$ cat src/dmem_config.svh
`ifndef DMEM_CONFIG_SVH
`define DMEM_CONFIG_SVH

// cores sharing the data memory
`define DMEM_NCORES 4

// word address width, memory holds 2**DMEM_ADDRW words
`define DMEM_ADDRW 6

`define DMEM_DATAW 32 // strobe width is DMEM_DATAW/8

`endif

$ cat src/dmem_req_pkg.sv
`default_nettype none

`include "dmem_config.svh"

package dmem_req_pkg;

    typedef logic [`DMEM_ADDRW-1:0]           addr_t;
    typedef logic [`DMEM_DATAW-1:0]           data_t;
    typedef logic [`DMEM_DATAW/8-1:0]         strb_t; // one bit per byte
    typedef logic [$clog2(`DMEM_NCORES)-1:0]  core_t;

    // request kind as held in a slot
    typedef enum logic [1:0] {
        OP_LOAD,
        OP_STORE,
        OP_LR,
        OP_SC
    } op_e;

endpackage

`default_nettype wire

$ cat src/dmem_sram.sv
`default_nettype none

`include "dmem_config.svh"

module dmem_sram (
    input  wire                         clk_i,
    input  wire                         re_i,
    input  wire                         we_i,
    input  wire  dmem_req_pkg::addr_t   addr_i,
    input  wire  dmem_req_pkg::data_t   wdata_i,
    input  wire  dmem_req_pkg::strb_t   wstrb_i,
    output dmem_req_pkg::data_t         rdata_o
);

    dmem_req_pkg::data_t mem_q [2**`DMEM_ADDRW];
    dmem_req_pkg::data_t rdata_q;

    always_ff @(posedge clk_i) begin
        if (we_i) begin
            for (int b = 0; b < `DMEM_DATAW/8; b++) begin
                if (wstrb_i[b]) begin
                    mem_q[addr_i][8*b +: 8] <= wdata_i[8*b +: 8];
                end
            end
        end
        if (re_i) begin
            rdata_q <= mem_q[addr_i]; // held until next read
        end
    end

    assign rdata_o = rdata_q;

endmodule

`default_nettype wire

$ cat config.mk
export PLATFORM = sky130hd
export DESIGN_NAME = dmem_sram
export DESIGN_NICKNAME = d
export VERILOG_FILES = /design/src/dmem_req_pkg.sv /design/src/dmem_sram.sv
export VERILOG_INCLUDE_DIRS = /design/src
export SDC_FILE = /design/constraint.sdc
export NUM_CORES = 2
export LEC_CHECK = 0
export BUFFER_PORTS_ARGS = -buffer_cell sky130_fd_sc_hd__buf_2
export CAP_MARGIN = 20
export CORE_MARGIN = 10
export CORE_UTILIZATION = 40
export DETAILED_ROUTE_END_ITERATION = 10
export GPL_ROUTABILITY_DRIVEN = 1
export PLACE_DENSITY = 0.66
export SLEW_MARGIN = 10
export SYNTH_ARGS = -nofsm -noshare
export SYNTH_HDL_FRONTEND = slang
export SYNTH_SLANG_ARGS = --single-unit
$ cat constraint.sdc
create_clock -name clk_i -period 2.2 [get_ports clk_i]
set_clock_uncertainty 0.1 [all_clocks]
set_input_delay 0.11 -clock clk_i [delete_from_list [all_inputs] [get_ports clk_i]]
set_output_delay 0.11 -clock clk_i [all_outputs]
set_load 0.005 [all_outputs]
==> run_results.csv <==
group,metric,value,unit
drt,wl,262600,um
drt,met2_length,120000,um
drt,ant_nets,0,
worst_setup_path,critPathMaxFanout,1,
synthesis,synth_cell_types,51,
floorplan,rows,163,
worst_setup_path,cpPeakStageDelay,550,ps
floorplan,die_area,0.2166,mm2
global_route,grt_pass1_wl,372500,um
placement,io_buffers,76,
power,comb_power_share,6.8,%
power,p_seq_share,51.2,%
global_route,grt_overflow_total,0,
outcome,violations,"setup timing",
worst_setup_path,cp_data_required_time,2680,ps
floorplan,ios,77,
floorplan,core_area,0.1974,mm2
sta,timing.final.crit_share,105.3,%
layout,final_cell_count_no_fill,8493,
drt,wl_met1,96300,um
power,power.density,865.5,mW/mm2
sta,worst_slack,-116.2,ps
cts,clk_latency,870,ps
synthesis,yosysTopAreaCellShare,78.70,%
global_route,antenna_found_initial,20,
power,ir_worst_vdd,0.8547,mV
synthesis,async_flop_share,0,%
synthesis,syn-num-nets,4691,
power,cellLeakagePower,33.07,nW
worst_setup_path,path_cells,"mux2i_1 -> o21ai_1 -> a222oi_1 -> o22ai_2 -> or4_4",
power,internal_power,66.63,mW
sta,hold_viol,0,
synthesis,seq_area_frac_synth,78.70,%
worst_setup_path,critical_path_class,"flop to flop",
cts,clkSlewWorstSetupHoldPaths,60,ps
global_route,grt_max_degree,65,
synthesis,ys_ff_latch,2080,
cts,cts_root_buf,"clkbuf_16",
sta,drv_slew,0,
floorplan,die_h,465.4,um
layout,layout.nets,5707,
min_path,min_path_type,"primary input to flop",
synthesis,yosysMostFrequentCell,"edfxtp_1",
worst_setup_path,worstPathArrival,2800,ps
sta,worstMarginPinSlew,988.3,ps
drt,drcViolationCount,0,
sta,fmax,431.7,MHz
layout,fill_cells,15970,
drt,via_count,52220,
job,max_cap_viol_count,0,
synthesis,netlist_instances,4646,
layout,syn_to_final_growth,25.40,%
cts,h-tree-depth,4,
drt,via_per_inst,6.148,
worst_setup_path,slowest_stage,"or4_4",
worst_setup_path,critPathCaptureType,"flop",
floorplan,initial_utilization,40.20,%
sta,holdWs,59.67,ps
cts,cts_buffers,203,
synthesis,synthFlopType,"edfxtp_1",
placement,dp_cells,8060,
synthesis,synth_edf_count,2080,
sta,grt_setup_unrepaired,"yes",
sta,setup-violations-final,1,
sta,min_period,2316,ps
synthesis,synth_commonest_cells,"edfxtp_1, nor2_1, a221oi_1",
drt,dr.max_layer_used,"met5",
synthesis,syn_avg_cell_area,17.08,um2
placement,hpwl,176100,um
power,clkPwrFrac,42.0,%
drt,wire_per_inst,30.92,um
cts,cts_tree,"done",
drt,drtIter0Drc,7843,
drt,routed-wl-met3,30590,um
floorplan,die_width,465.4,um
synthesis,yosysTopAreaCell,"edfxtp_1",
worst_setup_path,crit_path_start_kind,"flop",
layout,drive_above_1_share,28.91,%
sta,tns,-116.2,ps
cts,clock_path_buffers,3,
cts,cts.sink_count,2080,
outcome,status,"finished with violations",
sta,relSlewSlack,33.97,%
power,power_switching,19.51,mW
synthesis,synth_warnings,0,
power,swShare,22.65,%
synthesis,ys_top_cells_by_area,"edfxtp_1, a221oi_1, a22oi_1, nor2_1, mux4_2",
placement,dp_slack,-770.7,ps
synthesis,syn-cell-area,0.07937,mm2
global_route,grt_pass1_vias,50650,
global_route,groute.usage.overall,23.43,%
placement,globalplace.congestion,0.9162,
drt,firstDrtPassIters,5,
-- per-layer routing --
layer,vias to the layer above,GRT usage [%]
met5,-,0
met4,14,12.21
met3,641,5.329
met2,3760,36.07
met1,26470,31.08
li1,21330,-
-- final timing paths --
kind                                              from                       to  slack [ps]  depth (start not counted)
worst max-delay path             mem_q[3][1]$_DFFE_PP_     rdata_o[1]$_DFFE_PP_        -120                          5
worst max register to register   mem_q[3][1]$_DFFE_PP_     rdata_o[1]$_DFFE_PP_        -120                          5
worst min-delay path                       wdata_i[19]  mem_q[48][19]$_DFFE_PP_          60                          2
worst min register to register  mem_q[45][6]$_DFFE_PP_     rdata_o[6]$_DFFE_PP_         640                          3
-- registers in the layout (all words and copies together), names as in the netlist --
signal,flops
mem_q,2048
rdata_o,32
-- metrics by stage --
step / utilization (%) / power, mW / cell area [um2]
final: 50.42 / 86.14 / 99530
after global placement: 46.57 / 50.45 / 91940
after floorplan: - / 46.91 / 79500
after CTS: 50.32 / 86.19 / 99340
after global routing: 50.41 / 88.10 / 99520
after detailed placement: 46.57 / 50.53 / 91940
-- cell families after synthesis --
| family | count (synthesis) | share of synthesized area [%] |
|---|---|---|
| flip-flops | 2080 | 78.70 |
| AO/OA/AOI/OAI | 1219 | 11.64 |
| AND/OR/NAND/NOR | 762 | 4.088 |
| buffers and inverters | 375 | 2.147 |
| multiplexers | 210 | 3.430 |
-- cells in the final DEF, fill, tap and decap left out, types with 14 or more instances in the layout --
cell type      instances
a21oi_1               61
a221oi_1             482
a22oi_1              289
buf_12               181
buf_2                 73
buf_4                889
bufinv_16             30
clkbuf_1              33
clkbuf_16            203
clkinv_1              32
clkinv_2              37
clkinvlp_4            18
diode_2               21
dlygate4sd3_1         37
edfxtp_1            2080
mux2_2                75
mux2i_1               92
mux4_2                42
nand2_1               77
nand3_1               26
nand4_1               17
nor2_1               450
nor2_2                55
nor3_1                53
o21ai_0               92
o21ai_1               34
o221ai_1              20
o22a_1                14
o22ai_1              133
o32ai_1               17
-- worst max-delay path: cells and delay by family, from the launching register on --
kind	cells	cell delay (ps)
AOI/OAI and AO/OA	3	830
DFF	1	380
and+or+nand+nor	1	550
muxes	1	170
-- timing repair --
item / CTS / global route
resized for setup: 14 / 34
hold buffers: 37 / 0
pin swaps: 3 / 8
buffers inserted: 0 / 0
cloned: 0 / 0
setup endpoints to repair: 9 / 17
hold endpoints to repair: 2046 / 0
-- power by group through the flow --
stage	logic [mW]	clock network, mW	registers (mW)
2_1_floorplan	2.17	0	44.7
3_3_place_gp	5.56	0	44.9
3_5_place_dp	5.63	0	44.9
4_1_cts	5.75	36.4	44.1
5_1_grt	6.08	38.0	44.0
6_report	5.89	36.2	44.1
-- area by class of cell --
cell class / instances / area (um2) / area share [%]
Sequential cell: 2080 / 62460 / 62.75
Multi-Input combinational cell: 2191 / 15630 / 15.71
Timing Repair Buffer: 1183 / 11070 / 11.13
Clock buffer: 236 / 5204 / 5.228
Tap cell: 2640 / 3303 / 3.319
Clock inverter: 139 / 1778 / 1.786
Antenna cell: 21 / 52.55 / 0.05280
Inverter: 3 / 26.28 / 0.02640
Power figures use the tool's default switching activity.
