$ cat src/dmem_config.svh
`ifndef DMEM_CONFIG_SVH
`define DMEM_CONFIG_SVH

// cores sharing the data memory
`define DMEM_NCORES 4

// word address width, memory holds 2**DMEM_ADDRW words
`define DMEM_ADDRW 6

`define DMEM_DATAW 32 // strobe width is DMEM_DATAW/8

`endif

$ cat src/dmem_req_pkg.sv
`default_nettype none

`include "dmem_config.svh"

package dmem_req_pkg;

    typedef logic [`DMEM_ADDRW-1:0]           addr_t;
    typedef logic [`DMEM_DATAW-1:0]           data_t;
    typedef logic [`DMEM_DATAW/8-1:0]         strb_t; // one bit per byte
    typedef logic [$clog2(`DMEM_NCORES)-1:0]  core_t;

    // request kind as held in a slot
    typedef enum logic [1:0] {
        OP_LOAD,
        OP_STORE,
        OP_LR,
        OP_SC
    } op_e;

endpackage

`default_nettype wire

$ cat src/dmem_reservation_table.sv
`default_nettype none

`include "dmem_config.svh"

module dmem_reservation_table (
    input  wire                         clk_i,
    input  wire                         arst_n_i,
    input  wire                         check_i,
    input  wire  dmem_req_pkg::core_t   core_i,
    input  wire  dmem_req_pkg::op_e     op_i,
    input  wire  dmem_req_pkg::addr_t   addr_i,
    input  wire                         clear_i,
    output logic                        sc_ok_o
);

    logic [`DMEM_NCORES-1:0]                    rsv_valid_q;
    dmem_req_pkg::addr_t [`DMEM_NCORES-1:0]     rsv_addr_q;
    logic                                       sc_ok_q;
    logic [`DMEM_NCORES-1:0]                    addr_hit; // reservations on addr_i
    logic                                       own_hit;

    always_comb begin
        for (int k = 0; k < `DMEM_NCORES; k++) begin
            addr_hit[k] = rsv_valid_q[k] && (rsv_addr_q[k] == addr_i);
        end
        own_hit = addr_hit[core_i];
    end

    always_ff @(posedge clk_i or negedge arst_n_i) begin
        if (!arst_n_i) begin
            rsv_valid_q <= '0;
            sc_ok_q     <= 1'b0;
        end else if (check_i) begin
            case (op_i)
                dmem_req_pkg::OP_LR:    rsv_valid_q[core_i] <= 1'b1;
                dmem_req_pkg::OP_SC: begin
                    sc_ok_q <= own_hit;
                    if (own_hit) begin
                        rsv_valid_q <= rsv_valid_q & ~addr_hit;
                    end
                end
                dmem_req_pkg::OP_STORE: rsv_valid_q <= rsv_valid_q & ~addr_hit;
                default: ;
            endcase
        end else if (clear_i) begin
            sc_ok_q <= 1'b0; // verdict already returned
        end
    end

    always_ff @(posedge clk_i) begin
        if (check_i && op_i == dmem_req_pkg::OP_LR) begin
            rsv_addr_q[core_i] <= addr_i;
        end
    end

    assign sc_ok_o = sc_ok_q;

endmodule

`default_nettype wire

$ cat config.mk
export PLATFORM = sky130hd
export DESIGN_NAME = dmem_reservation_table
export DESIGN_NICKNAME = d
export VERILOG_FILES = /design/src/dmem_req_pkg.sv /design/src/dmem_reservation_table.sv
export VERILOG_INCLUDE_DIRS = /design/src
export SDC_FILE = /design/constraint.sdc
export NUM_CORES = 1
export LEC_CHECK = 0
export ABC_CLOCK_PERIOD_IN_PS = 2500
export BUFFER_PORTS_ARGS = -buffer_cell sky130_fd_sc_hd__buf_2
export CELL_PAD_IN_SITES_DETAIL_PLACEMENT = 0
export CELL_PAD_IN_SITES_GLOBAL_PLACEMENT = 1
export CORE_ASPECT_RATIO = 1.1
export CORE_MARGIN = 8
export CORE_UTILIZATION = 45
export DETAILED_ROUTE_END_ITERATION = 10
export GPL_TIMING_DRIVEN = 0
export PLACE_DENSITY = 0.73
export REMOVE_ABC_BUFFERS = 1
export SLEW_MARGIN = 20
export SYNTH_ARGS = -nofsm -noshare
export SYNTH_HDL_FRONTEND = slang
export SYNTH_SLANG_ARGS = --single-unit
$ cat constraint.sdc
create_clock -name clk_i -period 2.5 [get_ports clk_i]
set_input_delay 0.25 -clock clk_i [delete_from_list [all_inputs] [get_ports clk_i]]
set_output_delay 0.25 -clock clk_i [all_outputs]
set_load 0.02 [all_outputs]
==> impl_metrics.ini, run 1 <==
[status]
status = complete, no violations

[detailed_routing]
wl_met1_um = 981
drt_first_pass_iters = 4
drcViolationCount = 0
highest_layer = met4
routed-wl-met2_um = 1040
avgViaCountPerCell = 5.13
drt_iter0_drc = 43
antenna_left = 0
route.met3.wl_um = 117
detail_route.wl_per_cell_um = 15.5
vias = 734
drt_wl_total_um = 2220

[min_path]
min_from = clear_i
hold_path_class = in -> reg

[grt]
grt_util_all_layers = 0.105
grt_pass1_vias = 776
grt_first_pass_wirelength_um = 3590
overflow = 0
grt_max_degree = 10
antenna_found_initial = 0

[place]
hpwl_um = 1640
routabilityCongestion = 0.693
pre_cts_ws_ns = 0.445
io_buffers = 14

[timing]
fmax_ghz = 0.514
fin_skew_ns = 0.00896
slew-limit-headroom = 0.366
rsz0062_at_grt = false
period_share = 0.779
fin_ws_ns = 0.553
maxSlewViolCount = 0
final-setup-viol-count = 0
final_hold_viol_count = 0
tns_ns = 0
min_period_ns = 1.95
max_slew.worst_pin.slew_ns = 0.950

[clocking]
clkLatencyLatePin_ns = 0.33
clkSinkCount = 29
postCtsResizedCells = 0
cts_htree_levels = 2
post-cts-setup-buffer-count = 0
cts-root-buf = clkbuf_4
cts_buffer_depth = 2
tritoncts = yes
path_clk_slew_ns = 0.08
cts_buffers = 5

[floorplanning]
start_util = 0.468
fp.dieH_um = 71.9
pin_count = 15
dieArea_sq_um = 4800
fp-row-count = 20
die-width_um = 66.8
design.core.area_sq_um = 2730

[job]
drv_cap = 0

[worst_setup_path]
crit_fanout = 4
start_kind = register
required_ns = 2.70
cp-end-kind = register
critPathLaunch = rsv_addr_q[3]
r2r-start = rsv_addr_q[3]
critPathKind = reg -> reg
worst-endpoint-arrival_ns = 2.15

[yosys]
ys_top_cells_by_area = edfxtp_1 56%, xor2_1 11%, dfrtp_1 9.8%
synthFlopType = edfxtp_1
muxShareOfSynthArea = 0.00784
synthCells = 87
ys_top_cells_by_count = 24 x edfxtp_1, 16 x xor2_1, 8 x xnor2_1, 6 x nand2_1, 6 x nand3_1
synth_top_family_by_area = XOR/XNOR gates
synth-xor-area-share = 0.165
synth_seq_area_share = 0.663
ys_seq_elements = 29
synth.avg_cell_area_sq_um = 14.7
synth_largest_area_cell = edfxtp_1
yosysUniqueCellTypes = 19
synthArstFlopShare = 0.172
synth_most_common_cell = edfxtp_1
synth-adder-area-share = 0
synth_edf_count = 24
synth-simple-area-share = 0.0990
synth_compound_area_frac = 0.0627
synth.cell_area_sq_um = 1280
yosysTopAreaCellShare = 0.565
synth_warnings = 0

[pwr]
ir_worst_vdd_mv = 0.438
p_leak_nw = 0.521
p_per_area_nw_per_um2 = 635

[cells_and_area]
final_nets = 123
antenna_cells = 0
area_growth_pct = 14.1
post_route_cells_drive_above_1_share = 0.200
postLayoutCoreUtil = 0.534
[registers in the layout (all words and copies together) (netlist names)]
name         cells
rsv_addr_q      24
rsv_valid_q      4
sc_ok_o          1
[kinds of logic after synthesis]
family / count (synthesis)
buffers and inverters: 1
AOI/OAI and AO/OA: 8
and+or+nand+nor: 24
muxes: 1
xor gates and xnor gates: 24
DFF: 29
[cell type report]
| type | instances | area [sq um] |
|---|---|---|
| tap | 33 | 41.3 |
| inverter | 1 | 3.75 |
| multi-input combinational | 57 | 427 |
| fill | 240 | 1270 |
| clock buffer | 8 | 58.8 |
| timing repair buffer | 15 | 80.1 |
| sequential | 29 | 846 |
[layout by cell type, fill, tap and decap left out]
master         count
edfxtp_1          24
mux2i_1            1
and3b_1            1
nor4_1             4
xor2_1            16
o22ai_2            1
and3_1             1
o32ai_2            1
nand2b_1           3
dfrtp_1            5
inv_1              1
xnor2_1            8
clkbuf_4           5
nand2_1            6
o21ai_0            1
dlygate4sd3_1      1
o32a_1             4
nand3_1            6
buf_2             14
nor3b_1            1
clkbuf_1           2
clkbuf_8           1
nor2_1             2
o22ai_1            1
[path summary, 6_finish.rpt]
check / depth (start not counted) / slack [ns] / endpoint
max in group asynchronous: 2 / 2.10 / rsv_valid_q[1]
min: 4 / 0.23 / sc_ok_o
min reg2reg: 2 / 0.51 / sc_ok_o
max reg2reg: 6 / 0.55 / rsv_valid_q[3]
min in group asynchronous: 2 / 0.26 / rsv_valid_q[0]
max: 6 / 0.55 / rsv_valid_q[3]
[report_power, final]
group	internal [mW]	switching, mW
Clock	0.138	0.148
Combinational	0.0379	0.0456
Sequential	0.545	0.00980
Total	0.721	0.203
[routing by layer]
metal | up-vias | track usage
met5 | - | 0
met4 | 0 | 0.0855
met3 | 9 | 0.0359
met2 | 20 | 0.154
met1 | 334 | 0.118
li1 | 371 | -
[metrics by stage]
step / instance area, sq um / instances / power, mW / hold slack (ns)
after detailed placement: 1390 / 134 / 0.649 / 0.0725
after floorplan: 1280 / 87 / 0.610 / -0.0456
after global placement: 1390 / 134 / 0.645 / 0.0700
final: 1460 / 143 / 0.924 / 0.229
after CTS: 1460 / 143 / 0.934 / 0.223
after global routing: 1460 / 143 / 0.967 / 0.261
[worst max-delay path, cell delays in order (launching register included)]
cell and delay (ns):
edfxtp_1 0.38, xor2_1 0.16, nor4_1 0.29, nand3_1 0.18
o32ai_2 0.30, o22ai_2 0.17, o32a_1 0.35
[what timing repair did]
action                                  CTS  global route
hold buffers                              1             0
endpoints found under the setup margin    0             0
endpoints found under the hold margin     5             0
Power figures use the tool's default switching activity.
==> inputs of run 2 (changes only) <==
ABC_AREA = 1   (was unset)
ABC_CLOCK_PERIOD_IN_PS = 1600   (was 2500)
CORE_UTILIZATION = 39   (was 45)
PLACE_DENSITY = 0.72   (was 0.73)
clock period = 1.6 ns   (was 2.5 ns; I/O delays follow)
==> run 2 against run 1 <==
Count of clock-buffer cells in the layout decreased by 2. Critical path type unchanged. Clock power grew 93%. Cell count is 81% higher. Largest power group unchanged. Die area grew 30%. Flip-flop and latch count unchanged. Cell area up 23%. Highest routed layer unchanged. Fmax up 26%. Synthesized area is 22% higher.
==> impl_metrics.ini, run 2 <==
[timing]
final-setup-viol-count = 0
fmax_ghz = 0.647
rsz0062_at_grt = true
fin_ws_ns = 0.0544
min_period_ns = 1.55
maxSlewViolCount = 0
fin_skew_ns = 0.00671
slew-limit-headroom = 0.370
final_hold_viol_count = 0
max_slew.worst_pin.slew_ns = 0.938
period_share = 0.966

[min_path]
min_from = check_i
hold_path_class = in -> reg
holdPathStages = 3
min_to = sc_ok_o

[yosys]
synth_edf_count = 24
ys_top_cells_by_area = edfxtp_1 46%, nand2_1 16%, dfrtp_1 8.1%
ys_seq_elements = 29
synth-adder-area-share = 0
synth_top_family_by_area = simple AND/OR/NAND/NOR gates
synth.avg_cell_area_sq_um = 8.39
yosysUniqueCellTypes = 22
ys_top_cells_by_count = 68 x nand2_1, 24 x edfxtp_1, 20 x inv_1, 17 x nor2_1, 12 x nand3_1
synthFlopType = edfxtp_1
synth_largest_area_cell = edfxtp_1
synth-xor-area-share = 0.0282
muxShareOfSynthArea = 0
synth_warnings = 0
synth.cell_area_sq_um = 1550
synth_compound_area_frac = 0.0395
synthArstFlopShare = 0.172
yosysTopAreaCellShare = 0.465
synthCells = 185
synth-simple-area-share = 0.319
synth_most_common_cell = nand2_1
synth_seq_area_share = 0.545

[floorplanning]
start_util = 0.397
design.core.area_sq_um = 3900
fp-row-count = 24
pin_count = 15
die-width_um = 76.1
dieArea_sq_um = 6250
fp.dieH_um = 82.2

[clocking]
clkSinkCount = 29
clkLatencyLatePin_ns = 0.28
path_clk_slew_ns = 0.06
tritoncts = yes
cts_buffers = 5
cts_htree_levels = 2
cts-root-buf = clkbuf_8
cts_buffer_depth = 2

[place]
pre_cts_ws_ns = -0.180
routabilityCongestion = 0.855
dp.cells = 250
hpwl_um = 2440
io_buffers = 14

[cells_and_area]
fin_cells = 259
final_nets = 221
largest_reg_flops = 24
fillers = 410
layout_commonest_cell = nand2_1
antenna_cells = 0
area_growth_pct = 15.6
post_route_cells_drive_above_1_share = 0.203
top_register = rsv_addr_q
final_cell_mix = 66 x nand2_1, 24 x edfxtp_1, 20 x inv_1, 16 x nor2_1, 14 x buf_2

[worst_setup_path]
cp-end-kind = register
rr_endpoint = sc_ok_o
r2r_setup_slack_ns = 0.05
required_ns = 1.81
crit_fanout = 6
reg2reg_depth = 9
critPathKind = reg -> reg
start_kind = register
r2r-start = rsv_addr_q[3]
worst-endpoint-arrival_ns = 1.75

[detailed_routing]
vias = 1223
drt_wl_total_um = 3270
drcViolationCount = 0
drt_first_pass_iters = 4
avgViaCountPerCell = 4.72
detail_route.wl_per_cell_um = 12.6
antenna_left = 0
drt_iter0_drc = 104

[grt]
overflow = 0
grt_pass1_vias = 1270
grt_util_all_layers = 0.116
grt_max_degree = 12
grt_first_pass_wirelength_um = 5660
antenna_found_initial = 0

[pwr]
p_per_area_nw_per_um2 = 927
ir_worst_vdd_mv = 0.495
p_leak_nw = 0.829

[status]
status = complete, no violations

[job]
drv_cap = 0
-- run 2: cell count changes in the layout (fill, tap and decap cells not counted), moves of 5 or more --
cell,before,now
nand3_1,6,12
inv_2,0,5
xnor2_1,8,0
nor2_2,0,6
xor2_1,16,5
nor2_1,2,16
clkbuf_4,5,0
inv_1,1,20
nand2_1,6,66
-- run 2: worst max-delay path by stage --
stage | slack, ns | endpoint | startpoint | cells after the start
floorplan | 0.23 | rsv_valid_q[0] | rsv_addr_q[21] | 9
global placement | -0.34 | rsv_addr_q[16] | op_i[0] | 3
detailed placement | -0.18 | rsv_addr_q[10] | op_i[0] | 3
CTS | 0.04 | rsv_valid_q[3] | rsv_addr_q[3] | 9
global route | -0.09 | rsv_valid_q[0] | rsv_addr_q[3] | 9
finish | 0.05 | sc_ok_o | rsv_addr_q[3] | 9
-- run 2: cells by family after synthesis --
family                 count (synthesis)
flip-flops                            29
AO/OA/AOI/OAI                          8
AND/OR/NAND/NOR                      115
buffers and inverters                 28
XOR/XNOR                               5
-- run 2: power breakdown --
part           switching (mW)  internal (mW)  total (mW)
clock                   0.258          0.292       0.551
sequential             0.0344          0.859       0.893
combinational           0.139         0.0813       0.220
-- run 2: cell type report --
cell class	count	area (sq um)	area share
sequential	29	846	0.471
multi-input combinational	128	617	0.344
inverter	27	103	0.0572
timing repair buffer	16	87.6	0.0488
clock buffer	6	72.6	0.0404
tap	52	65.1	0.0363
clock inverter	1	3.75	0.00209
-- run 2: timing repair --
action	CTS	global route
gates resized for setup	0	3
endpoints found under the hold margin	5	0
setup endpoints to repair	0	4
buffers inserted	0	1
hold buffers	1	0
-- run 2: per-layer routing --
metal	GRT usage	vias to the layer above	wire (um)
met2	0.208	20	1600
met1	0.125	563	1480
met5	0	-	0
li1	-	632	-
met3	0.0368	8	130
met4	0.0519	0	61
-- run 2: critical path, stage by stage (launching register included) --
cell and delay (ns):
edfxtp_1 0.38, or2_1 0.23, a21oi_2 0.14, nand4_1 0.09, nand2_1 0.08, nand2_2 0.06, o21ai_4 0.22, buf_4 0.15
nor2_1 0.03, nor2_1 0.07
-- run 2: metrics by stage --
step           hold WS, ns  utilization  power [mW]  TNS, ns  area, sq um
3_5_place_dp       -0.0155        0.434        1.12    -1.08         1690
6_report             0.184        0.460        1.66        0         1790
2_1_floorplan       -0.136            -        1.03        0         1550
4_1_cts              0.181        0.456        1.67        0         1780
3_3_place_gp       -0.0190        0.431        1.11    -4.93         1680
5_1_grt              0.194        0.460        1.75   -0.338         1790
==> inputs of run 3 (changes only) <==
CORE_MARGIN = unset   (was 8)
==> run 3 against run 2 <==
Worst hold slack worse by 0.0013 ns. Sequential power hardly changed. Non-clock buffer count is 1 lower. Critical path depth is 1 higher. Cell area is 1.1% lower. Via count is 2.8% lower. Clock power is 2% lower. Wire length is 6.9% lower. Count of clock-buffer cells in the layout stayed put. Global-route usage is 5.0 points higher. Largest power group unchanged.
==> impl_metrics.ini, run 3 (same netlist as run 2, synthesis figures left out) <==
[cells_and_area]
area_growth_pct = 14.4
layout_commonest_cell = nand2_1
top_register = rsv_addr_q
final_nets = 220
final_cell_mix = 68 x nand2_1, 24 x edfxtp_1, 20 x inv_1, 16 x nor2_1, 14 x buf_2
largest_reg_flops = 24
antenna_cells = 0
post_route_cells_drive_above_1_share = 0.180

[floorplanning]
fp-row-count = 23
start_util = 0.418
dieArea_sq_um = 4230
design.core.area_sq_um = 3710
die-width_um = 62.1
pin_count = 15
fp.dieH_um = 68.2

[worst_setup_path]
reg2reg_depth = 10
cp-end-kind = register
required_ns = 1.77
critPathKind = reg -> reg
r2r-start = rsv_addr_q[22]
r2r_setup_slack_ns = 0.08
crit_fanout = 6
worst-endpoint-arrival_ns = 1.69
rr_endpoint = rsv_valid_q[2]
start_kind = register

[timing]
fin_skew_ns = 0.00751
fin_ws_ns = 0.0778
maxSlewViolCount = 0
period_share = 0.951
slew-limit-headroom = 0.316
hold_slack_ns = 0.182
fmax_ghz = 0.657
final-setup-viol-count = 0
min_period_ns = 1.52
tns_ns = 0
max_slew.worst_pin.slew_ns = 1.02
final_hold_viol_count = 0
rsz0062_at_grt = true

[detailed_routing]
drt_first_pass_iters = 4
avgViaCountPerCell = 4.64
highest_layer = met4
vias = 1189
antenna_left = 0
route.met3.wl_um = 104
drt_wl_total_um = 3050
routed-wl-met2_um = 1390
wl_met1_um = 1480
drcViolationCount = 0
drt_iter0_drc = 63
detail_route.wl_per_cell_um = 11.9

[place]
hpwl_um = 2280
pre_cts_ws_ns = -0.223
io_buffers = 14
routabilityCongestion = 0.773

[grt]
grt_first_pass_wirelength_um = 5130
overflow = 0
grt_pass1_vias = 1120
grt_util_all_layers = 0.166
antenna_found_initial = 0
grt_max_degree = 12

[pwr]
ir_worst_vdd_mv = 0.567
p_per_area_nw_per_um2 = 929
p_total_mw = 1.65
p_leak_nw = 0.823

[job]
drv_cap = 0

[min_path]
holdPathStages = 3
min_to = sc_ok_o
min_from = check_i
hold_path_class = in -> reg

[clocking]
cts_buffer_depth = 2
cts_htree_levels = 2
tritoncts = yes
cts-root-buf = clkbuf_8
post-cts-setup-buffer-count = 0
path_clk_slew_ns = 0.06
cts_buffers = 5
clkLatencyLatePin_ns = 0.28
clkSinkCount = 29

[status]
status = complete, no violations
## run 3: changes by cell type in the layout (fill, tap and decap cells not counted)
cell,previous run,this run
nand2_1,66,68
nor2_2,6,5
nor3_1,1,3
nor2_4,0,1
nor3_2,2,0
buf_4,1,0
nand2_2,4,2
## run 3: area by class of cell
| class | count | area (sq um) |
|---|---|---|
| sequential | 29 | 846 |
| timing repair buffer | 15 | 80.1 |
| tap | 50 | 62.6 |
| multi-input combinational | 128 | 607 |
| clock buffer | 6 | 72.6 |
| clock inverter | 1 | 3.75 |
| fill | 360 | 1940 |
| inverter | 27 | 103 |
## run 3: per-layer routing
layer	vias up	global-route usage
li1	632	-
met4	0	0.0843
met2	22	0.261
met1	527	0.208
met5	-	0
met3	8	0.0533
## run 3: critical path: stages, from the launching register on
cell	delay, ns
edfxtp_1	0.38
nand2_1	0.08
nand2_1	0.06
nor2_1	0.21
nand4_1	0.12
nand2_1	0.09
nand2_2	0.07
o21ai_4	0.21
nand2_4	0.08
nand2_1	0.07
nand2_1	0.05
## run 3: timing repair
| item | in CTS | in global routing |
|---|---|---|
| hold buffers | 1 | 0 |
| hold endpoints to repair | 5 | 0 |
| endpoints found under the setup margin | 0 | 5 |
| gates resized for setup | 0 | 2 |
## run 3: how the worst max path moves through the flow
stage,from,end,cells past startpoint
2_1_floorplan,rsv_addr_q[21],rsv_valid_q[0],9
3_3_place_gp,op_i[0],rsv_addr_q[17],3
3_5_place_dp,op_i[0],rsv_addr_q[6],3
4_1_cts,rsv_addr_q[15],rsv_valid_q[2],9
5_1_grt,rsv_addr_q[9],rsv_valid_q[2],9
6_report,rsv_addr_q[22],rsv_valid_q[2],10
## run 3: metrics by stage
step                std cells  cell area [sq um]  utilization
finish                    256               1770        0.478
floorplan                 184               1550            -
detailed placement        248               1680        0.453
CTS                       256               1770        0.476
global placement          248               1680        0.453
global route              256               1770        0.478
## run 3: power by group
group,internal [mW],switching [mW],leakage [nW]
combinational,0.0781,0.136,0.503
clock,0.292,0.250,0.0387
sequential,0.859,0.0333,0.281
