===== src/dmem_config.svh =====
`ifndef DMEM_CONFIG_SVH
`define DMEM_CONFIG_SVH

// cores sharing the data memory
`define DMEM_NCORES 4

// word address width, memory holds 2**DMEM_ADDRW words
`define DMEM_ADDRW 6

`define DMEM_DATAW 32 // strobe width is DMEM_DATAW/8

`endif


===== src/dmem_ctrl_pkg.sv =====
`default_nettype none

package dmem_ctrl_pkg;

    typedef enum logic [1:0] {
        ST_IDLE,
        ST_RSVCHECK, // stores, LR and SC only
        ST_ACCESS
    } state_e;

endpackage

`default_nettype wire


===== src/dmem_req_pkg.sv =====
`default_nettype none

`include "dmem_config.svh"

package dmem_req_pkg;

    typedef logic [`DMEM_ADDRW-1:0]           addr_t;
    typedef logic [`DMEM_DATAW-1:0]           data_t;
    typedef logic [`DMEM_DATAW/8-1:0]         strb_t; // one bit per byte
    typedef logic [$clog2(`DMEM_NCORES)-1:0]  core_t;

    // request kind as held in a slot
    typedef enum logic [1:0] {
        OP_LOAD,
        OP_STORE,
        OP_LR,
        OP_SC
    } op_e;

endpackage

`default_nettype wire


===== src/dmem_port_fsm.sv =====
`default_nettype none

`include "dmem_config.svh"

module dmem_port_fsm (
    input  wire                                          clk_i,
    input  wire                                          arst_n_i,
    input  wire                                          grant_valid_i,
    input  wire  dmem_req_pkg::core_t                    grant_core_i,
    input  wire  dmem_req_pkg::op_e   [`DMEM_NCORES-1:0] op_i,
    input  wire  dmem_req_pkg::addr_t [`DMEM_NCORES-1:0] addr_i,
    input  wire  dmem_req_pkg::data_t [`DMEM_NCORES-1:0] wdata_i,
    input  wire  dmem_req_pkg::strb_t [`DMEM_NCORES-1:0] wstrb_i,
    input  wire                                          sc_ok_i,
    input  wire  dmem_req_pkg::data_t                    mem_rdata_i,
    output logic                                         take_o,
    output logic [`DMEM_NCORES-1:0]                      serve_o,
    output logic                                         rsv_check_o,
    output dmem_req_pkg::core_t                          rsv_core_o,
    output dmem_req_pkg::op_e                            rsv_op_o,
    output dmem_req_pkg::addr_t                          rsv_addr_o,
    output logic                                         rsv_clear_o,
    output logic                                         mem_re_o,
    output logic                                         mem_we_o,
    output dmem_req_pkg::addr_t                          mem_addr_o,
    output dmem_req_pkg::data_t                          mem_wdata_o,
    output dmem_req_pkg::strb_t                          mem_wstrb_o,
    output dmem_req_pkg::data_t  [`DMEM_NCORES-1:0]      rdata_o
);

    dmem_ctrl_pkg::state_e  state_q;
    dmem_req_pkg::core_t    sel_core_q;
    logic                   ret_valid_q; // result goes out this cycle
    logic                   ret_is_sc_q;
    dmem_req_pkg::op_e      sel_op;
    logic                   in_access;

    assign sel_op    = op_i[sel_core_q];
    assign in_access = (state_q == dmem_ctrl_pkg::ST_ACCESS);
    assign take_o    = (state_q == dmem_ctrl_pkg::ST_IDLE) && grant_valid_i;

    assign rsv_check_o = (state_q == dmem_ctrl_pkg::ST_RSVCHECK);
    assign rsv_core_o  = sel_core_q;
    assign rsv_op_o    = sel_op;
    assign rsv_addr_o  = addr_i[sel_core_q];
    assign rsv_clear_o = ret_valid_q;

    // failed SC must leave memory untouched
    assign mem_re_o    = in_access
                       && (sel_op == dmem_req_pkg::OP_LOAD || sel_op == dmem_req_pkg::OP_LR);
    assign mem_we_o    = in_access
                       && (sel_op == dmem_req_pkg::OP_STORE
                           || (sel_op == dmem_req_pkg::OP_SC && sc_ok_i));
    assign mem_addr_o  = addr_i[sel_core_q];
    assign mem_wdata_o = wdata_i[sel_core_q];
    assign mem_wstrb_o = wstrb_i[sel_core_q];

    always_comb begin
        for (int k = 0; k < `DMEM_NCORES; k++) begin
            serve_o[k] = in_access && (sel_core_q == dmem_req_pkg::core_t'(k));
            rdata_o[k] = '0;
            if (ret_valid_q && sel_core_q == dmem_req_pkg::core_t'(k)) begin
                // SC returns 0 on success
                rdata_o[k] = ret_is_sc_q ? dmem_req_pkg::data_t'(!sc_ok_i) : mem_rdata_i;
            end
        end
    end

    always_ff @(posedge clk_i or negedge arst_n_i) begin
        if (!arst_n_i) begin
            state_q     <= dmem_ctrl_pkg::ST_IDLE;
            sel_core_q  <= '0;
            ret_valid_q <= 1'b0;
            ret_is_sc_q <= 1'b0;
        end else begin
            ret_valid_q <= 1'b0;
            case (state_q)
                dmem_ctrl_pkg::ST_IDLE: begin
                    if (take_o) begin
                        sel_core_q <= grant_core_i;
                        if (op_i[grant_core_i] == dmem_req_pkg::OP_LOAD) begin
                            state_q <= dmem_ctrl_pkg::ST_ACCESS; // no reservation work
                        end else begin
                            state_q <= dmem_ctrl_pkg::ST_RSVCHECK;
                        end
                    end
                end
                dmem_ctrl_pkg::ST_RSVCHECK: state_q <= dmem_ctrl_pkg::ST_ACCESS;
                dmem_ctrl_pkg::ST_ACCESS: begin
                    state_q     <= dmem_ctrl_pkg::ST_IDLE;
                    ret_valid_q <= 1'b1;
                    ret_is_sc_q <= (sel_op == dmem_req_pkg::OP_SC);
                end
                default: state_q <= dmem_ctrl_pkg::ST_IDLE;
            endcase
        end
    end

endmodule

`default_nettype wire


===== config.mk =====
export PLATFORM = sky130hd
export DESIGN_NAME = dmem_port_fsm
export DESIGN_NICKNAME = d
export VERILOG_FILES = /design/src/dmem_ctrl_pkg.sv /design/src/dmem_req_pkg.sv /design/src/dmem_port_fsm.sv
export VERILOG_INCLUDE_DIRS = /design/src
export SDC_FILE = /design/constraint.sdc
export NUM_CORES = 1
export LEC_CHECK = 0
export BUFFER_PORTS_ARGS = -buffer_cell sky130_fd_sc_hd__buf_4
export CAP_MARGIN = 30
export CORE_AREA = 5 5 156 158
export DETAILED_ROUTE_END_ITERATION = 8
export DIE_AREA = 0 0 161 163
export GPL_ROUTABILITY_DRIVEN = 0
export PLACE_DENSITY = 0.38
export SYNTH_ARGS = -nofsm -noshare
export SYNTH_HDL_FRONTEND = slang
export SYNTH_SLANG_ARGS = --single-unit

===== constraint.sdc =====
create_clock -name clk_i -period 1.3 [get_ports clk_i]
set_input_delay 0 -clock clk_i [delete_from_list [all_inputs] [get_ports clk_i]]
set_output_delay 0 -clock clk_i [all_outputs]
set_load 0.01 [all_outputs]

==> results.cfg, run 1 <==
[logic_synthesis]
synth_top_area_cell = mux4_2
yosysUniqueCellTypes = 20
synth_compound_area_share_pct = 0.627
synth_top_family_by_area = multiplexers
synth_mux_area_share_pct = 47.6
synth-adder-area-share_pct = 0
synth.avg_cell_area_sq_um = 8.01
synthXorXnorAreaFrac_pct = 0
syn-instance-count = 274
synth_top_area_share_pct = 46.2
synth-simple-area-share_pct = 36.1
syn_nets = 488
yosys-top-cells-area = mux4_2, nor2_1, nand2b_1, dfrtp_1, buf_2
syn-cell-area_sq_mm = 0.00220
yosysSeqAreaShare_pct = 6.84
yosysWarnings = 0
synth-seq-cells = 6

[timing]
setup_tns_ns = -60.09
finalHoldViolCount = 0
fmax_mhz = 590
max_slew.worst_pin.slew_ns = 0.550
finalCritPeriodShare_pct = 130
relSlewSlack_pct = 62.6
clock_skew_ns = 0.000233
setup_violations = 185
rsz0062_at_grt = yes
fin_crit_ns = 1.69
drv_slew = 0
worst_slack_ns = -0.394

[die]
die_y_microns = 163
num_rows = 56
die_w_microns = 161
fp.dieArea_sq_mm = 0.0262
io_pins = 403
initial_core_util_pct = 9.55
core_area_sq_mm = 0.0230

[layout]
instances_no_fill = 989
multi_input_area_sq_mm = 0.00253
area_growth_pct = 241
finalNetCount = 915
fill_cells = 2366
drive_gt1_share_pct = 87.8
register_area_sq_um = 155
diodes = 0
postLayoutCellArea_sq_mm = 0.00748

[grt]
grt_pass1_vias = 4232
grt.total_usage_pct = 13.1
grt-ovfl-total = 0
antenna_found_initial = 0
use_met3_pct = 3.42
grt_use_met1_pct = 15.2
grt-busiest-layer = met2
grt_pass1_wl_microns = 26500
globalRouteMet2Util_pct = 24.7
grt_max_degree = 33

[worst_setup_path]
required_ns = 1.30
reg2regPathDepth = 5
timing.rr.start = rsv_core_o[0]$_DFFE_PN0P_
cp-end-kind = output port
reg2reg_setup_slack_ns = -0.23
cp_max_fo = 8
r2r_end = ret_is_sc_q$_DFFE_PN0P_
arrival_ns = 1.69
critPathLaunchType = register
critPathKind = register to output port

[routing]
wl_per_cell_microns = 19.6
first_pass_iters = 6
initialDrtViolationCount = 135
vias_per_cell = 3.99
wl_microns = 19400
num_vias = 3948
ant_nets = 0
drc = 0

[status]
violations = negative setup slack
status = complete, but fails checks

[cts]
clock_insertion_delay_worst_skew_ns = 0.23
cts.clk_slew.worst_paths_ns = 0.03
tritoncts = done
cts_root_buf = clkbuf_16
cts-htree-levels = 1
clock-sinks = 6
clock_path_buffers = 2
numCtsBuffers = 3

[pwr]
combPwrFrac_pct = 89.8
p_clk_share_pct = 6.2
power.density_mw_per_mm2 = 1070
p_int_mw = 4.64
seqPwrFrac_pct = 4.0
swShare_pct = 42.1
irDropWorstVdd_v = 0.000659
p_sw_mw = 3.38
p_leak_nw = 3.38

[placement]
io_buffers = 402
post_dp_cell_area_sq_mm = 0.00576
dp_cells = 959
hpwl_microns = 15500

[worst_hold_path]
min_from = grant_valid_i
hold_path_end = state_q[1]$_DFFE_PN0P_
min_path_type = primary input to register
hold_depth = 2

[flow_run]
max_cap_viol_count = 0
power by group through the flow:
stage,clock [mW],sequential (mW),combinational (mW)
after floorplan,0,0.287,2.78
after global placement,0,0.365,5.39
after detailed placement,0,0.366,5.35
after CTS,0.507,0.321,6.63
after global routing,0.513,0.331,7.63
final,0.496,0.323,7.20
Yosys cell counts, drive strengths merged:
library cell,instances
nand3b,2
nor3b,2
mux2i,1
nand3,1
o21ai,1
nor2,135
clkbuf,7
inv,3
and3,2
a31o,1
nand2,4
dfrtp,6
nor2b,1
buf,26
nor3,2
nand2b,33
mux2,2
mux4,45
how the worst max path moves through the flow:
stage                                          from              end  depth (start not counted)
final                     rsv_core_o[0]$_DFFE_PN0P_      rdata_o[55]                          8
after global routing      rsv_core_o[0]$_DFFE_PN0P_      rdata_o[85]                          7
after CTS                 rsv_core_o[0]$_DFFE_PN0P_  mem_wdata_o[16]                          4
after detailed placement  rsv_core_o[0]$_DFFE_PN0P_    rsv_addr_o[1]                          3
after global placement    rsv_core_o[0]$_DFFE_PN0P_         mem_we_o                          4
after floorplan           rsv_core_o[0]$_DFFE_PN0P_  mem_wdata_o[12]                          3
final cells by class:
| class | instances | area share (%) |
|---|---|---|
| clock buffers | 3 | 1.00 |
| inverters | 3 | 0.151 |
| multi-input cells | 232 | 33.9 |
| flip-flops and latches | 6 | 2.07 |
| well taps | 290 | 4.85 |
| repair buffers | 455 | 58.0 |
layout by cell type (no fill, tap or decap):
| cell | n |
|---|---|
| nand2b_2 | 7 |
| clkbuf_16 | 6 |
| nand2b_1 | 26 |
| dlygate4sd3_1 | 1 |
| nand3_4 | 1 |
| buf_4 | 286 |
| nor3_2 | 1 |
| and3_4 | 2 |
| mux2i_2 | 1 |
| dfrtp_2 | 1 |
| nor3b_2 | 1 |
| nor2_1 | 42 |
| nor2_2 | 16 |
| dfrtp_1 | 4 |
| buf_6 | 140 |
| buf_16 | 6 |
| buf_12 | 16 |
| mux4_2 | 45 |
| nand3b_1 | 2 |
| mux2_2 | 2 |
| nor2_4 | 77 |
| nor3_1 | 1 |
| o21ai_0 | 1 |
| buf_8 | 3 |
| nand2_1 | 4 |
| nor2b_1 | 1 |
| a31o_2 | 1 |
| inv_1 | 3 |
| nor3b_4 | 1 |
| dfrtp_4 | 1 |
worst max-delay path, cell delays in order (launching register included):
cell and delay [ns]:
dfrtp_4 0.49, buf_6 0.13, buf_6 0.12, nand3b_1 0.09
buf_6 0.13, buf_12 0.15, buf_12 0.15, nor2_1 0.05
buf_4 0.15
metrics by stage:
step | worst slack [ns] | util [%] | hold slack [ns] | power, mW
2_1_floorplan | -0.0926 | - | -0.296 | 3.07
3_3_place_gp | -0.167 | 25.1 | -0.185 | 5.76
3_5_place_dp | -0.180 | 25.1 | -0.183 | 5.72
4_1_cts | -0.387 | 29.1 | 0.0289 | 7.46
5_1_grt | -0.464 | 32.5 | 0.0416 | 8.47
6_report | -0.394 | 32.5 | 0.0284 | 8.02
metal layers:
metal,part of all wire (%),vias up
li1,-,1810
met1,38,1917
met2,53,207
met3,7.7,14
met4,1.2,0
met5,0,-
flip-flops by register name, indices dropped and copies added, names as in the netlist:
register,count
rsv_clear_o,1
state_q,2
ret_is_sc_q,1
rsv_core_o,2
kinds of logic after synthesis:
logic type,count (synthesis)
flops,6
compound gates,2
simple gates,182
buf+inv,36
mux,48
what timing repair did:
action / CTS / global route
hold buffers: 1 / 0
gates resized for setup: 159 / 185
cloned: 7 / 3
endpoints found under the hold margin: 6 / 0
setup buffers: 11 / 7
pin swaps: 24 / 28
endpoints found under the setup margin: 185 / 187
No activity file was read; power rests on OpenSTA's default activity.
==> run 2: changes to the inputs <==
--- a/config.mk
+++ b/config.mk
@@ -13,6 +13,7 @@
 export DIE_AREA = 0 0 161 163
 export GPL_ROUTABILITY_DRIVEN = 0
 export PLACE_DENSITY = 0.38
+export SKIP_CTS_REPAIR_TIMING = 1
 export SYNTH_ARGS = -nofsm -noshare
 export SYNTH_HDL_FRONTEND = slang
 export SYNTH_SLANG_ARGS = --single-unit
==> run 2 against run 1 <==
Compared with the run above:
- the flow still finishes with violations (negative setup slack)
- sequential cell count stayed put
- final cell count is 0.81% lower
- core utilization is 1.3 points higher
- maximum frequency is 0.22% higher
- register-to-register slack better by 0.13 ns
- final area is 4.1% higher
- global-route usage is 0.96 points lower
- non-clock buffer count is 8 lower
- clock skew hardly changed
- critical endpoint is now rdata_o[68]
- highest routed layer unchanged
==> results.cfg, run 2 (synthesis gave the netlist of run 1 again) <==
[pwr]
fin_total_pwr_mw = 7.95
irDropWorstVdd_v = 0.000571
p_leak_nw = 3.34
power.density_mw_per_mm2 = 1020

[layout]
area_growth_pct = 255
final_common_cell = buf_4
final_cell_mix = buf_4, buf_6, nor2_4, mux4_2, nand2b_2
drive_gt1_share_pct = 96.2
diodes = 0
finalNetCount = 907

[cts]
numCtsBuffers = 3
cts.clk_slew.worst_paths_ns = 0.03
clock_path_buffers = 2
cts-htree-levels = 1
cts_root_buf = clkbuf_16
clock_insertion_delay_worst_skew_ns = 0.23
clock-sinks = 6
tritoncts = done

[routing]
drc = 0
ant_nets = 0
wl_microns = 20300
num_vias = 3967
vias_per_cell = 4.04
initialDrtViolationCount = 145
wl_per_cell_microns = 20.6
first_pass_iters = 4

[worst_setup_path]
arrival_ns = 1.69
critPathLaunchType = register
cpPeakStageDelay_ns = 0.49
critical_path.cell_chain = buf_6, buf_6, nand3b_1, buf_6, clkbuf_16, nor2_4, buf_6
cp_slowest_cell = dfrtp_4
critPathKind = register to output port
cp-end-kind = output port
required_ns = 1.30
cp_max_fo = 8
cp_common_cell = buf_6

[grt]
grt_max_degree = 33
grt.total_usage_pct = 12.1
antenna_found_initial = 0
grt_pass1_wl_microns = 24800
grt-ovfl-total = 0
grt_pass1_vias = 3998

[timing]
clock_skew_ns = 0.000292
worst_slack_ns = -0.391
setup_violations = 185
rsz0062_at_grt = yes
finalCritPeriodShare_pct = 130
fmax_mhz = 592
fin_crit_ns = 1.69
relSlewSlack_pct = 56.5
max_slew.worst_pin.slew_ns = 0.639
finalHoldViolCount = 0
drv_slew = 0

[die]
io_pins = 403
die_w_microns = 161
core_area_sq_mm = 0.0230
initial_core_util_pct = 9.55
fp.dieArea_sq_mm = 0.0262
die_y_microns = 163
num_rows = 56

[flow_run]
max_cap_viol_count = 0

[worst_hold_path]
min_path_type = primary input to register

[status]
violations = negative setup slack
status = complete, but fails checks

[placement]
hpwl_microns = 15500
io_buffers = 402
pre_cts_ws_ns = -0.180
[run 2: changes by cell type in the layout (fill, tap and decap cells not counted), sizes merged]
| cell | before | now |
|---|---|---|
| clkbuf | 6 | 10 |
| buf | 451 | 439 |
[run 2: worst paths after layout]
kind / from / endpoint / slack, ns / depth (start not counted)
min in group asynchronous: arst_n_i / state_q[1]$_DFFE_PN0P_ / 0.12 / 2
setup reg to reg: rsv_core_o[0]$_DFFE_PN0P_ / ret_is_sc_q$_DFFE_PN0P_ / -0.10 / 4
setup / recovery: rsv_core_o[0]$_DFFE_PN0P_ / rdata_o[68] / -0.39 / 7
hold reg to reg: state_q[0]$_DFFE_PN0P_ / state_q[0]$_DFFE_PN0P_ / 0.49 / 1
max in group asynchronous: arst_n_i / rsv_core_o[0]$_DFFE_PN0P_ / 1.04 / 2
hold / removal: grant_valid_i / state_q[1]$_DFFE_PN0P_ / 0.03 / 2
[run 2: where the power goes]
part,total [mW],internal [mW],switching (mW)
Combinational,7.12,3.73,3.39
Sequential,0.329,0.250,0.0789
Clock,0.498,0.395,0.103
[run 2: final cells by class]
cell class,count,area (sq um)
multi-input combinational,232,2920
timing repair buffer,447,4260
sequential,6,158
fill,2314,15200
inverter,3,11.3
tap,290,363
clock buffer,3,75.1
[run 2: stage by stage]
step	utilization (%)	TNS (ns)	instance area (sq um)	std cells	hold slack, ns
2_1_floorplan	-	-2.37	2230	274	-0.296
3_3_place_gp	25.1	-9.88	5760	959	-0.185
3_5_place_dp	25.1	-10.0	5760	959	-0.183
4_1_cts	25.4	-48.92	5840	962	-0.421
5_1_grt	33.9	-59.13	7790	981	0.0416
6_report	33.9	-50.70	7790	981	0.0283
[run 2: critical path: cells and delay by family (launching register included)]
kind,cells,cell delay (ns)
buffers and inverters,5,0.71
flip-flops,1,0.49
AND/OR/NAND/NOR,2,0.26
[run 2: per-layer routing]
metal	up-vias	routed length, microns	track usage (%)	share of wire (%)
met5	-	0	0	0
met4	0	265	1.51	1.3
met3	14	1470	3.54	7.3
met2	200	10800	22.8	54
met1	1958	7670	14.0	38
li1	1795	-	-	-
==> run 3: changes to the inputs <==
--- a/config.mk
+++ b/config.mk
@@ -6,13 +6,14 @@
 export SDC_FILE = /design/constraint.sdc
 export NUM_CORES = 1
 export LEC_CHECK = 0
+export ABC_AREA = 1
 export BUFFER_PORTS_ARGS = -buffer_cell sky130_fd_sc_hd__buf_4
 export CAP_MARGIN = 30
-export CORE_AREA = 5 5 156 158
+export CORE_AREA = 5 5 155 157
 export DETAILED_ROUTE_END_ITERATION = 8
-export DIE_AREA = 0 0 161 163
+export DIE_AREA = 0 0 160 162
 export GPL_ROUTABILITY_DRIVEN = 0
-export PLACE_DENSITY = 0.38
+export PLACE_DENSITY = 0.39
 export SKIP_CTS_REPAIR_TIMING = 1
 export SYNTH_ARGS = -nofsm -noshare
 export SYNTH_HDL_FRONTEND = slang
==> run 3 against run 2 <==
Compared with the run above:
- the run still ends with negative setup slack left
- die area fell by 1.2%
- power shrank 2.9%
- sequential share of layout area grew 0.067 points
- largest cell class unchanged
==> results.cfg, run 3 <==
[status]
status = complete, but fails checks
violations = negative setup slack

[logic_synthesis]
synth-edff-count = 0
yosysMostFrequentCell = nand2_1
syn-instance-count = 447
synth_top_area_share_pct = 25.5
syn_nets = 661
synthArstFlopShare_pct = 100
yosysSeqAreaShare_pct = 6.89
synth-seq-cells = 6
synth.avg_cell_area_sq_um = 4.88
netlist_top_cells_count = nand2_1, nor2_1, nand3_1
synth_ff_type = dfrtp_1
syn-cell-area_sq_mm = 0.00218
synth_top_area_cell = nand2_1
yosysWarnings = 0
yosys-top-cells-area = nand2_1, nor2_1, a22oi_1, nand3_1, dfrtp_1
yosysUniqueCellTypes = 19

[placement]
pre_cts_ws_ns = -0.144
hpwl_microns = 15800
io_buffers = 402

[timing]
max_slew.worst_pin.slew_ns = 0.334
worst_slack_ns = -0.332
clock_skew_ns = 0.000500
fin_crit_ns = 1.63
finalHoldViolCount = 0
relSlewSlack_pct = 77.7
finalCritPeriodShare_pct = 126
fmax_mhz = 613
setup_violations = 183
drv_slew = 0
rsz0062_at_grt = yes

[pwr]
p_leak_nw = 3.57
irDropWorstVdd_v = 0.000570
power.density_mw_per_mm2 = 1060

[worst_setup_path]
startpoint = rsv_core_o[0]$_DFFE_PN0P_
timing.rr.start = rsv_core_o[0]$_DFFE_PN0P_
arrival_ns = 1.63
cp-end-kind = output port
required_ns = 1.30
critPathLaunchType = register
r2r_end = ret_is_sc_q$_DFFE_PN0P_
critPathKind = register to output port
cp_max_fo = 10
reg2reg_setup_slack_ns = 0.08
reg2regPathDepth = 8

[layout]
final_common_cell = buf_4
final_cell_mix = buf_4, nand2_1, buf_6, nor2_4, nor2_1
utilization_pct = 32.6
diodes = 0
drive_gt1_share_pct = 70.4
area_growth_pct = 235
finalNetCount = 1085

[grt]
grt-ovfl-total = 0
grt_pass1_wl_microns = 26600
grt_max_degree = 42
grt.total_usage_pct = 12.9
grt_pass1_vias = 4494
antenna_found_initial = 0

[cts]
clock_path_buffers = 2
clock-sinks = 6
tritoncts = done
cts.clk_slew.worst_paths_ns = 0.03
cts-htree-levels = 1
cts_root_buf = clkbuf_16
clock_insertion_delay_worst_skew_ns = 0.22
numCtsBuffers = 3

[routing]
vias_per_cell = 4.05
first_pass_iters = 4
ant_nets = 0
wl_microns = 21700
num_vias = 4674
wl_per_cell_microns = 18.8
drc = 0
initialDrtViolationCount = 157

[die]
fp.dieArea_sq_mm = 0.0259
num_rows = 55
die_w_microns = 160
core_area_sq_mm = 0.0224
initial_core_util_pct = 9.75
io_pins = 403
die_y_microns = 162

[worst_hold_path]
hold_path_end = state_q[0]$_DFFE_PN0P_
min_from = grant_core_i[1]
hold_depth = 3
min_path_type = primary input to register

[flow_run]
max_cap_viol_count = 0
## run 3: cell types whose count changed in the layout (fill, tap and decap cells not counted), moves of 39 or more
cell | before | now
nor2_4 | 122 | 66
mux4_2 | 45 | 0
nand3_1 | 0 | 39
buf_6 | 146 | 79
nand2_1 | 3 | 133
nor2_1 | 5 | 48
buf_4 | 274 | 350
## run 3: final cells by class
class,instances,area (sq um)
fill,2398,15100
timing repair buffer,458,4130
clock buffer,3,75.1
inverter,14,62.6
tap,285,357
sequential,6,153
multi-input combinational,388,2520
## run 3: per-stage QoR
stage / area [sq um] / total power [mW] / cells / hold slack (ns) / setup TNS, ns
2_1_floorplan: 2180 / 2.66 / 447 / -0.296 / 0
3_3_place_gp: 5660 / 5.51 / 1124 / -0.186 / -1.51
3_5_place_dp: 5660 / 5.46 / 1124 / -0.185 / -2.91
4_1_cts: 5730 / 5.97 / 1127 / -0.422 / -40.23
5_1_grt: 7300 / 8.22 / 1154 / 0.129 / -50.85
6_report: 7300 / 7.72 / 1154 / 0.0970 / -35.26
## run 3: worst max-delay path by stage
stage,to,slack (ns),depth (start not counted)
4_1_cts,mem_wdata_o[21],-0.39,6
6_report,mem_wdata_o[15],-0.33,8
5_1_grt,mem_wdata_o[21],-0.41,7
3_3_place_gp,mem_wdata_o[21],-0.12,6
2_1_floorplan,rsv_addr_o[0],0.02,7
3_5_place_dp,mem_wdata_o[21],-0.14,6
## run 3: logic make-up after synthesis
kind of cell / synth area share, %
buf+inv: 14.1
simple gates: 63.4
compound gates: 15.6
flops: 6.89
## run 3: power by group
group,internal [mW],switching (mW),total (mW)
Sequential,0.232,0.0755,0.308
Clock,0.394,0.0963,0.490
Combinational,3.25,3.67,6.92
## run 3: critical path: stages (launching register included)
cell	delay [ns]
dfrtp_1	0.41
inv_1	0.14
nor2_4	0.07
buf_12	0.13
buf_12	0.15
buf_4	0.14
a22oi_1	0.13
nand3_1	0.08
buf_4	0.15
## run 3: per-layer routing
metal / wire length, microns / GRT usage, %
met4: 424 / 2.39
met1: 8300 / 14.4
met5: 0 / 0
met2: 11500 / 24.8
met3: 1490 / 3.32
